**src/sb_config.svh**
```systemverilog
// Issue scoreboard configuration
// Register address width, counter width and unit latencies

`ifndef SB_CONFIG_SVH
`define SB_CONFIG_SVH

// Width of a register file address
`define SB_REG_ADDR_W 5

// Width of latency and countdown values, must hold DIV latency + bypass
`define SB_LAT_W 6

// ALU and CSR results are ready one cycle after execute
`define SB_ALU_LATENCY 1

// Pipelined multiplier, one tracking slot per stage
`define SB_MUL_LATENCY 6

// Sequential divider
`define SB_DIV_LATENCY 36

// Bypass stage sits in front of execute
`define SB_BYPASS_CYCLES 1

`endif
```
**src/sb_pkg.sv**
```systemverilog
// Issue scoreboard types
// Register address, latency count, unit selection and divider state

`default_nettype none

`include "sb_config.svh"

package sb_pkg;

    // Register address, zero is the hard-wired zero register
    typedef logic [`SB_REG_ADDR_W-1:0] reg_addr_t;

    // Latency or remaining-cycle count
    typedef logic [`SB_LAT_W-1:0] lat_t;

    // One-hot unit selection
    typedef logic [2:0] unit_sel_t;

    // Bit positions inside unit_sel_t
    localparam int UNIT_ALU = 0;
    localparam int UNIT_MUL = 1;
    localparam int UNIT_DIV = 2;

    // Divider occupancy
    typedef enum logic [0:0] {
        DIV_IDLE,
        DIV_BUSY
    } div_state_t;

endpackage : sb_pkg

`default_nettype wire

```
**src/sb_issue_if.sv**
```systemverilog
// Scoreboard issue bus
// Dispatched instruction and the issue grant, shared by the
// issue control and the result trackers

`timescale 1ns/1ps
`default_nettype none

interface sb_issue_if import sb_pkg::*; ();

    // Dispatched instruction, driven from the top level
    reg_addr_t src_a;
    reg_addr_t src_b;
    reg_addr_t dest;
    logic      stall;

    // Decoded by the issue control
    lat_t      req_latency;
    logic      issue;

    // Latency decode and grant
    modport ctrl (
        input  src_a, src_b, dest, stall,
        output req_latency, issue
    );

    // Hazard compares and slot loading
    modport tracker (
        input  src_a, src_b, dest, stall, req_latency, issue
    );

endinterface : sb_issue_if

`default_nettype wire

```
**src/sb_top.sv**
```systemverilog
// Issue scoreboard top level
// Blocks issue on RAW/WAW, write-back collision and divider
// structural hazards, and flags an empty execution pipeline

`timescale 1ns/1ps
`default_nettype none

module sb_top import sb_pkg::*; (
    input  logic      clk_i,
    input  logic      rst_n_i,
    input  logic      flush_i,
    input  logic      stall_i,
    input  reg_addr_t src_a_i,
    input  reg_addr_t src_b_i,
    input  reg_addr_t dest_i,
    input  unit_sel_t unit_i,
    output logic      issue_o,
    output logic      pipeline_empty_o
);

    logic mul_raw, mul_lat, mul_busy;
    logic div_raw, div_lat, div_struct, div_busy;

    sb_issue_if bus ();

    // Dispatched instruction onto the bus
    assign bus.src_a = src_a_i;
    assign bus.src_b = src_b_i;
    assign bus.dest  = dest_i;
    assign bus.stall = stall_i;

    sb_issue_ctrl u_ctrl (
        .unit_i (unit_i), .bus (bus),
        .mul_raw_hazard_i (mul_raw), .mul_lat_hazard_i (mul_lat), .mul_busy_i (mul_busy),
        .div_raw_hazard_i (div_raw), .div_lat_hazard_i (div_lat),
        .div_struct_hazard_i (div_struct), .div_busy_i (div_busy),
        .issue_o (issue_o), .pipeline_empty_o (pipeline_empty_o)
    );

    sb_mul_tracker u_mul (
        .clk_i (clk_i), .rst_n_i (rst_n_i), .flush_i (flush_i),
        .mul_req_i (unit_i[UNIT_MUL]), .bus (bus),
        .raw_hazard_o (mul_raw), .lat_hazard_o (mul_lat), .busy_o (mul_busy)
    );

    sb_div_fsm u_div (
        .clk_i (clk_i), .rst_n_i (rst_n_i), .flush_i (flush_i),
        .div_req_i (unit_i[UNIT_DIV]), .bus (bus),
        .raw_hazard_o (div_raw), .lat_hazard_o (div_lat),
        .struct_hazard_o (div_struct), .busy_o (div_busy)
    );

endmodule : sb_top

`default_nettype wire

```
**src/sb_issue_ctrl.sv**
```systemverilog
// Issue control
// Decodes the requested write-back latency of the dispatched unit and
// merges all tracker hazards into the issue grant and empty flag

`timescale 1ns/1ps
`default_nettype none

`include "sb_config.svh"

module sb_issue_ctrl import sb_pkg::*; (
    input  unit_sel_t unit_i,
    sb_issue_if.ctrl  bus,
    input  logic      mul_raw_hazard_i,
    input  logic      mul_lat_hazard_i,
    input  logic      mul_busy_i,
    input  logic      div_raw_hazard_i,
    input  logic      div_lat_hazard_i,
    input  logic      div_struct_hazard_i,
    input  logic      div_busy_i,
    output logic      issue_o,
    output logic      pipeline_empty_o
);

    // Requested latencies include the bypass stage
    localparam lat_t ALU_REQ = lat_t'(`SB_ALU_LATENCY + `SB_BYPASS_CYCLES);
    localparam lat_t MUL_REQ = lat_t'(`SB_MUL_LATENCY + `SB_BYPASS_CYCLES);
    localparam lat_t DIV_REQ = lat_t'(`SB_DIV_LATENCY + `SB_BYPASS_CYCLES);

    logic raw_hazard;
    logic lat_hazard;
    logic struct_hazard;

    // ==========================================================
    // Latency decode
    // ==========================================================

    always_comb begin
        if (unit_i[UNIT_MUL]) begin
            bus.req_latency = MUL_REQ;
        end else if (unit_i[UNIT_DIV]) begin
            bus.req_latency = DIV_REQ;
        end else if (unit_i[UNIT_ALU]) begin
            bus.req_latency = ALU_REQ;
        end else begin
            // No unit, matches no live count
            bus.req_latency = '1;
        end
    end

    assign raw_hazard    = mul_raw_hazard_i | div_raw_hazard_i;
    assign lat_hazard    = mul_lat_hazard_i | div_lat_hazard_i;
    assign struct_hazard = div_struct_hazard_i;

    // Same-cycle grant, trackers see it through the bus
    assign bus.issue = !(raw_hazard | lat_hazard | struct_hazard);
    assign issue_o   = bus.issue;

    // Nothing left in flight
    assign pipeline_empty_o = !(mul_busy_i | div_busy_i);

endmodule : sb_issue_ctrl

`default_nettype wire

```
**src/sb_div_fsm.sv**
```systemverilog
// Divider occupancy tracking
// The divider is not pipelined, so a single slot plus a busy FSM
// covers it and a second DIV waits for the first to retire

`timescale 1ns/1ps
`default_nettype none

`include "sb_config.svh"

module sb_div_fsm import sb_pkg::*; (
    input  logic clk_i,
    input  logic rst_n_i,
    input  logic flush_i,
    input  logic div_req_i,
    sb_issue_if.tracker bus,
    output logic raw_hazard_o,
    output logic lat_hazard_o,
    output logic struct_hazard_o,
    output logic busy_o
);

    div_state_t state_q;
    div_state_t state_d;
    logic       slot_busy;
    lat_t       slot_rem;

    sb_slot_tracker #(
        .LOAD_LATENCY (`SB_DIV_LATENCY)
    ) u_slot (
        .clk_i        (clk_i),
        .rst_n_i      (rst_n_i),
        .flush_i      (flush_i),
        .load_i       (div_req_i && bus.issue),
        .bus          (bus),
        .raw_hazard_o (raw_hazard_o),
        .lat_hazard_o (lat_hazard_o),
        .busy_o       (slot_busy),
        .remaining_o  (slot_rem)
    );

    // Next state
    always_comb begin
        state_d = state_q;
        case (state_q)
            DIV_IDLE: if (div_req_i && bus.issue && !bus.stall) state_d = DIV_BUSY;
            // Last unstalled edge before the quotient is written back
            DIV_BUSY: if (!bus.stall && (slot_rem == lat_t'(1))) state_d = DIV_IDLE;
            default:  state_d = DIV_IDLE;
        endcase
        if (flush_i) begin
            state_d = DIV_IDLE;
        end
    end

    always_ff @(posedge clk_i) begin
        if (!rst_n_i) begin
            state_q <= DIV_IDLE;
        end else begin
            state_q <= state_d;
        end
    end

    assign busy_o          = (state_q == DIV_BUSY);
    assign struct_hazard_o = div_req_i && busy_o;

    a_state_matches_slot : assert property (@(posedge clk_i) disable iff (!rst_n_i)
        busy_o == slot_busy);

endmodule : sb_div_fsm

`default_nettype wire

```
**src/sb_mul_tracker.sv**
```systemverilog
// Multiplier result tracking
// One slot per pipeline stage, a rotating one-hot selector picks
// the slot that takes the next accepted MUL

`timescale 1ns/1ps
`default_nettype none

`include "sb_config.svh"

module sb_mul_tracker import sb_pkg::*; #(
    parameter int unsigned NUM_SLOTS = `SB_MUL_LATENCY
) (
    input  logic clk_i,
    input  logic rst_n_i,
    input  logic flush_i,
    input  logic mul_req_i,
    sb_issue_if.tracker bus,
    output logic raw_hazard_o,
    output logic lat_hazard_o,
    output logic busy_o
);

    logic [NUM_SLOTS-1:0] stage_q;
    logic [NUM_SLOTS-1:0] slot_raw;
    logic [NUM_SLOTS-1:0] slot_lat;
    logic [NUM_SLOTS-1:0] slot_busy;

    // ==========================================================
    // Stage selector
    // ==========================================================

    always_ff @(posedge clk_i) begin
        if (!rst_n_i || flush_i) begin
            stage_q <= NUM_SLOTS'(1);
        end else if (mul_req_i && bus.issue && !bus.stall) begin
            // Rotate left, wrapping at the last stage
            stage_q <= {stage_q[NUM_SLOTS-2:0], stage_q[NUM_SLOTS-1]};
        end
    end

    for (genvar i = 0; i < NUM_SLOTS; i++) begin : g_slot
        sb_slot_tracker #(
            .LOAD_LATENCY (`SB_MUL_LATENCY)
        ) u_slot (
            .clk_i        (clk_i),
            .rst_n_i      (rst_n_i),
            .flush_i      (flush_i),
            .load_i       (mul_req_i && bus.issue && stage_q[i]),
            .bus          (bus),
            .raw_hazard_o (slot_raw[i]),
            .lat_hazard_o (slot_lat[i]),
            .busy_o       (slot_busy[i]),
            .remaining_o  ()
        );
    end

    assign raw_hazard_o = |slot_raw;
    assign lat_hazard_o = |slot_lat;
    assign busy_o       = |slot_busy;

    a_stage_onehot : assert property (@(posedge clk_i) disable iff (!rst_n_i)
        $onehot(stage_q));

endmodule : sb_mul_tracker

`default_nettype wire

```
**src/sb_slot_tracker.sv**
```systemverilog
// Single in-flight result slot
// Countdown of the cycles left until write-back plus the destination
// register, with RAW/WAW and write-back collision compares

`timescale 1ns/1ps
`default_nettype none

`include "sb_config.svh"

module sb_slot_tracker import sb_pkg::*; #(
    parameter int unsigned LOAD_LATENCY = `SB_MUL_LATENCY
) (
    input  logic clk_i,
    input  logic rst_n_i,
    input  logic flush_i,
    input  logic load_i,
    sb_issue_if.tracker bus,
    output logic raw_hazard_o,
    output logic lat_hazard_o,
    output logic busy_o,
    output lat_t remaining_o
);

    localparam lat_t LOAD_VAL = lat_t'(LOAD_LATENCY);

    lat_t      count_q;
    reg_addr_t dest_q;
    logic      dest_valid;

    // Countdown, frozen while stalled
    always_ff @(posedge clk_i) begin
        if (!rst_n_i) begin
            count_q <= '0;
        end else if (flush_i) begin
            count_q <= '0;
        end else if (!bus.stall) begin
            if (load_i) begin
                count_q <= LOAD_VAL;
            end else if (busy_o) begin
                count_q <= count_q - lat_t'(1);
            end
        end
    end

    // Destination captured with the load
    always_ff @(posedge clk_i) begin
        if (load_i && !bus.stall) begin
            dest_q <= bus.dest;
        end
    end

    assign busy_o      = (count_q != '0);
    assign remaining_o = count_q;

    // x0 writes never conflict with anything
    assign dest_valid = busy_o && (dest_q != '0);

    assign raw_hazard_o = dest_valid &&
                          ((bus.src_a == dest_q) || (bus.src_b == dest_q) ||
                           (bus.dest == dest_q));

    // New result would land in the same cycle as this one
    assign lat_hazard_o = dest_valid && (bus.req_latency == count_q);

    a_count_bound : assert property (@(posedge clk_i) disable iff (!rst_n_i)
        count_q <= LOAD_VAL);

    // A reload only lands on a slot that is free or retiring at this edge
    a_no_overwrite : assert property (@(posedge clk_i) disable iff (!rst_n_i)
        (load_i && !bus.stall && !flush_i) |-> (count_q <= lat_t'(1)));

endmodule : sb_slot_tracker

`default_nettype wire

```
**config.mk**
```make
export PLATFORM = sky130hd
export DESIGN_NAME = sb_top
export DESIGN_NICKNAME = d
export VERILOG_FILES = /design/src/sb_pkg.sv /design/src/sb_issue_if.sv /design/src/sb_top.sv /design/src/sb_issue_ctrl.sv /design/src/sb_div_fsm.sv /design/src/sb_mul_tracker.sv /design/src/sb_slot_tracker.sv
export VERILOG_INCLUDE_DIRS = /design/src /design/src/src
export SDC_FILE = /design/constraint.sdc
export NUM_CORES = 1
export LEC_CHECK = 0
export ABC_AREA = 1
export BUFFER_PORTS_ARGS = -buffer_cell sky130_fd_sc_hd__buf_2
export CELL_PAD_IN_SITES_DETAIL_PLACEMENT = 1
export CELL_PAD_IN_SITES_GLOBAL_PLACEMENT = 2
export CORE_AREA = 2 2 135 137
export CTS_CLUSTER_DIAMETER = 80
export CTS_CLUSTER_SIZE = 16
export DETAILED_ROUTE_END_ITERATION = 10
export DIE_AREA = 0 0 137 139
export PLACE_DENSITY_LB_ADDON = 0.25
export SLEW_MARGIN = 20
export SYNTH_ARGS = -nofsm -noshare
export SYNTH_HDL_FRONTEND = slang
export SYNTH_SLANG_ARGS = --single-unit
export TNS_END_PERCENT = 20
```
**constraint.sdc**
```tcl
create_clock -name clk_i -period 2.5 [get_ports clk_i]
set_input_delay 0 -clock clk_i [delete_from_list [all_inputs] [get_ports clk_i]]
set_output_delay 0 -clock clk_i [all_outputs]
set_load 0.005 [all_outputs]
```
==> results.sh <==
export IMPL_ys_seq_area_share_pct=32.6
export IMPL_grt_pass1_wl_um=32300
export IMPL_hold_viol=0
export IMPL_syn_to_final_growth_pct=13.2
export IMPL_antenna_cells=0
export IMPL_dr_pass1_iters=4
export IMPL_cp_slowest_cell="dfxtp_1"
export IMPL_finalClockSkew_ps=10.5
export IMPL_std_cell_rows=49
export IMPL_period_minus_slack_ps=2340
export IMPL_clk_root_buffer_cell="clkbuf_16"
export IMPL_grt_max_degree=35
export IMPL_fmax_mhz=427
export IMPL_setup_violations=0
export IMPL_nFillCells=2298
export IMPL_r2r_start="u_mul.g_slot[3].u_slot.remaining_o[1]"
export IMPL_instances_no_fill=1196
export IMPL_multiInputGateArea_sq_um=3630
export IMPL_ir_worst_vdd_uv=293
export IMPL_routabilityCongestion=0.821
export IMPL_hp_start="dest_i[2]"
export IMPL_p_switching_mw=1.23
export IMPL_arrival_ps=2390
export IMPL_die_h_um=139
export IMPL_tns_ps=0
export IMPL_dp_cells=1178
export IMPL_cts_buffers=9
export IMPL_vias=5808
export IMPL_max_slew_margin_rel_pct=65.1
export IMPL_dieArea_sq_um=19000
export IMPL_netlist_area_sq_um=6220
export IMPL_drive_above_1_share_pct=10.5
export IMPL_synth_fp_nets=959
export IMPL_crit_fanout=9
export IMPL_grt_ovfl_total=0
export IMPL_start_util_pct=35.2
export IMPL_hp_class="input port to register"
export IMPL_synth_area_per_cell_sq_um=6.75
export IMPL_synth_seq_cells=84
export IMPL_clkLatencyLatePin_ps=350
export IMPL_worstSetupStartpoint="u_mul.g_slot[3].u_slot.remaining_o[1]"
export IMPL_via_per_inst=4.86
export IMPL_p_int_mw=2.64
export IMPL_drc=0
export IMPL_dp_hpwl_um=15500
export IMPL_antenna_found_initial=0
export IMPL_coreArea_sq_um=17700
export IMPL_path_cells="inv_1 -> ha_1 -> nand4_1 -> nand2_1 -> nor2_1 -> nand3_1 -> nand2_1 -> nor2_2 -> nand3_2 -> nor2_8 -> buf_12 -> nand4_2 -> inv_1"
export IMPL_clk_path_buf_depth=2
export IMPL_yosys_area_share_simple_pct=37.6
export IMPL_crit_family="simple AND/OR/NAND/NOR gates"
export IMPL_cts_clk_slew_worst_paths_ps=70
export IMPL_ys_flop_type="dfxtp_1"
export IMPL_seq_power_share_pct=39.6
export IMPL_die_w_um=137
export IMPL_port_buffers=23
export IMPL_wl_per_cell_um=16.6
export IMPL_status="finished clean"
export IMPL_pwr_density_cell_nw_per_um2=549
export IMPL_synthXorXnorAreaFrac_pct=12.4
export IMPL_netSwitchingFraction_pct=31.9
export IMPL_finalCritPeriodShare_pct=93.7
export IMPL_first_global_vias=5951
export IMPL_drt_total_wl_um=19900
export IMPL_cts_sinks=84
export IMPL_ff_latch_area_sq_um=2030
export IMPL_grt_usage_pct=21.9
export IMPL_async_flop_share_pct=0
export IMPL_rsz0062_at_grt="no"
export IMPL_cap_violations=0
export IMPL_slowest_delay_ps=350
export IMPL_synth_compound_area_share_pct=5.37
export IMPL_critPathCaptureType="register"
export IMPL_synthCells=922
export IMPL_drtAntennaViolNets=0
export IMPL_maxSlewViolCount=0
export IMPL_critPathKind="register to register"
export IMPL_comb_power_share_pct=24.8
export IMPL_p_leak_nw=3.39
export IMPL_htreeDepth=3
export IMPL_ys_warn_count=0
export IMPL_final_nets=999
export IMPL_critPathLaunchType="register"
export IMPL_crit_buf_inv=3
export IMPL_synth_top_family_by_area="simple AND/OR/NAND/NOR gates"
export IMPL_synth_fa_ha_area_share_pct=3.02
export IMPL_synth_mux_area_share_pct=0
export IMPL_cts_tree="yes"
export IMPL_num_io_pins=24
export IMPL_critPathRequiredTime_ps=2550
export IMPL_synth_edff_count=35
export IMPL_yosysUniqueCellTypes=31
export IMPL_drtIter0Drc=242
export IMPL_worstMarginPinSlew_ps=523
export IMPL_clkPwrFrac_pct=35.6
area by class of cell:
class | count | area share (%)
clock buffer | 11 | 3.44
clock inverter | 5 | 0.870
inverter | 111 | 5.91
multi-input combinational | 702 | 51.6
sequential | 84 | 28.8
tap | 229 | 4.07
timing repair buffer | 54 | 5.33
cells in the final DEF, fill, tap and decap left out, types with 9 or more instances in the layout:
cell       count
o21ai_0       10
nor2_1       107
ha_1          15
buf_4         28
a21oi_1       48
xor2_1        53
clkbuf_16      9
dfxtp_1       49
nand2_1      283
nand3_1      102
buf_2         23
edfxtp_1      35
inv_1        103
xnor2_1       35
per-layer routing:
metal | vias to the layer above | GRT usage (%) | share of wire, % | routed length (um)
li1 | 2993 | - | - | -
met1 | 2723 | 29.8 | 49 | 9730
met2 | 73 | 36.6 | 47 | 9360
met3 | 19 | 2.23 | 2.4 | 473
met4 | 0 | 6.35 | 1.6 | 317
met5 | - | 0 | 0 | 0
synthesized netlist by cell type, types with 2 or more instances:
cell,instances,area [sq um]
nand3_2,8,80.1
inv_2,3,11.3
nand4_2,6,75.1
nand3_1,102,510
dfxtp_1,49,981
or2_2,2,12.5
inv_1,107,402
ha_1,15,188
buf_2,16,80.1
nand4_1,8,50.1
nand2_1,284,1070
nor3_1,2,10.0
clkbuf_1,4,15.0
a21oi_1,48,240
buf_6,4,45.0
nor2_8,2,40.0
xor2_1,53,464
edfxtp_1,35,1050
xnor2_1,35,307
o21ai_1,7,35.0
o21ai_0,10,50.1
nor4_1,3,18.8
nand2_2,4,25.0
nor2_1,107,402
nor2_2,2,12.5
per-stage QoR:
step / worst slack (ps) / total power [mW] / utilization [%] / instance area [sq um] / hold WS, ps
6_report: 157 / 3.87 / 39.9 / 7050 / 20.6
5_1_grt: 0.949 / 4.08 / 39.9 / 7050 / 10.6
4_1_cts: 125 / 3.91 / 39.9 / 7040 / 14.5
3_5_place_dp: 129 / 2.52 / 38.1 / 6720 / 341
3_3_place_gp: 169 / 2.52 / 38.1 / 6720 / 336
2_1_floorplan: 378 / 2.20 / - / 6220 / 98.9
cell families (layout without fill, tap and decap cells):
| kind of cell | count (synthesis) | in the layout |
|---|---|---|
| xor+xnor | 88 | 88 |
| simple gates | 533 | 533 |
| flops | 84 | 84 |
| compound gates | 66 | 66 |
| buf+inv | 136 | 181 |
| fa+ha+maj | 15 | 15 |
worst reg2reg max path: stages, from the launching register on:
cell     delay (ps)
dfxtp_1         350
inv_1           130
ha_1            160
nand4_1         200
nand2_1         170
nor2_1           50
nand3_1          60
nand2_1          70
nor2_2          110
nand3_2         130
nor2_8          160
buf_12          140
nand4_2         110
inv_1           190
repair_timing:
action / in CTS / in global routing
gates resized for setup: 0 / 5
hold buffers: 1 / 0
buffers inserted: 0 / 1
endpoints found under the setup margin: 0 / 68
hold endpoints to repair: 1 / 0
power groups by stage:
stage / clock network (mW) / logic (mW) / registers (mW)
final: 1.38 / 0.960 / 1.53
after global routing: 1.45 / 1.09 / 1.54
after CTS: 1.41 / 0.965 / 1.53
after detailed placement: 0 / 0.959 / 1.56
after global placement: 0 / 0.955 / 1.56
after floorplan: 0 / 0.655 / 1.55
state kept, by name, indices dropped and copies added (netlist names):
register / flops
u_div.u_slot.remaining_o: 6
u_mul.stage_q: 6
u_div.busy_o: 1
u_mul.g_slot.u_slot.remaining_o: 36
u_div.u_slot.dest_q: 5
u_mul.g_slot.u_slot.dest_q: 30
final timing paths:
kind / endpoint / slack [ps] / cells past startpoint
worst max register to register: u_mul.g_slot[4].u_slot.dest_q[0] / 160 / 13
worst min-delay path: u_mul.g_slot[4].u_slot.dest_q[2] / 20 / 1
worst max-delay path: u_mul.g_slot[4].u_slot.dest_q[0] / 160 / 13
worst min register to register: u_div.u_slot.remaining_o[0] / 470 / 1
Power figures use the tool's default switching activity.
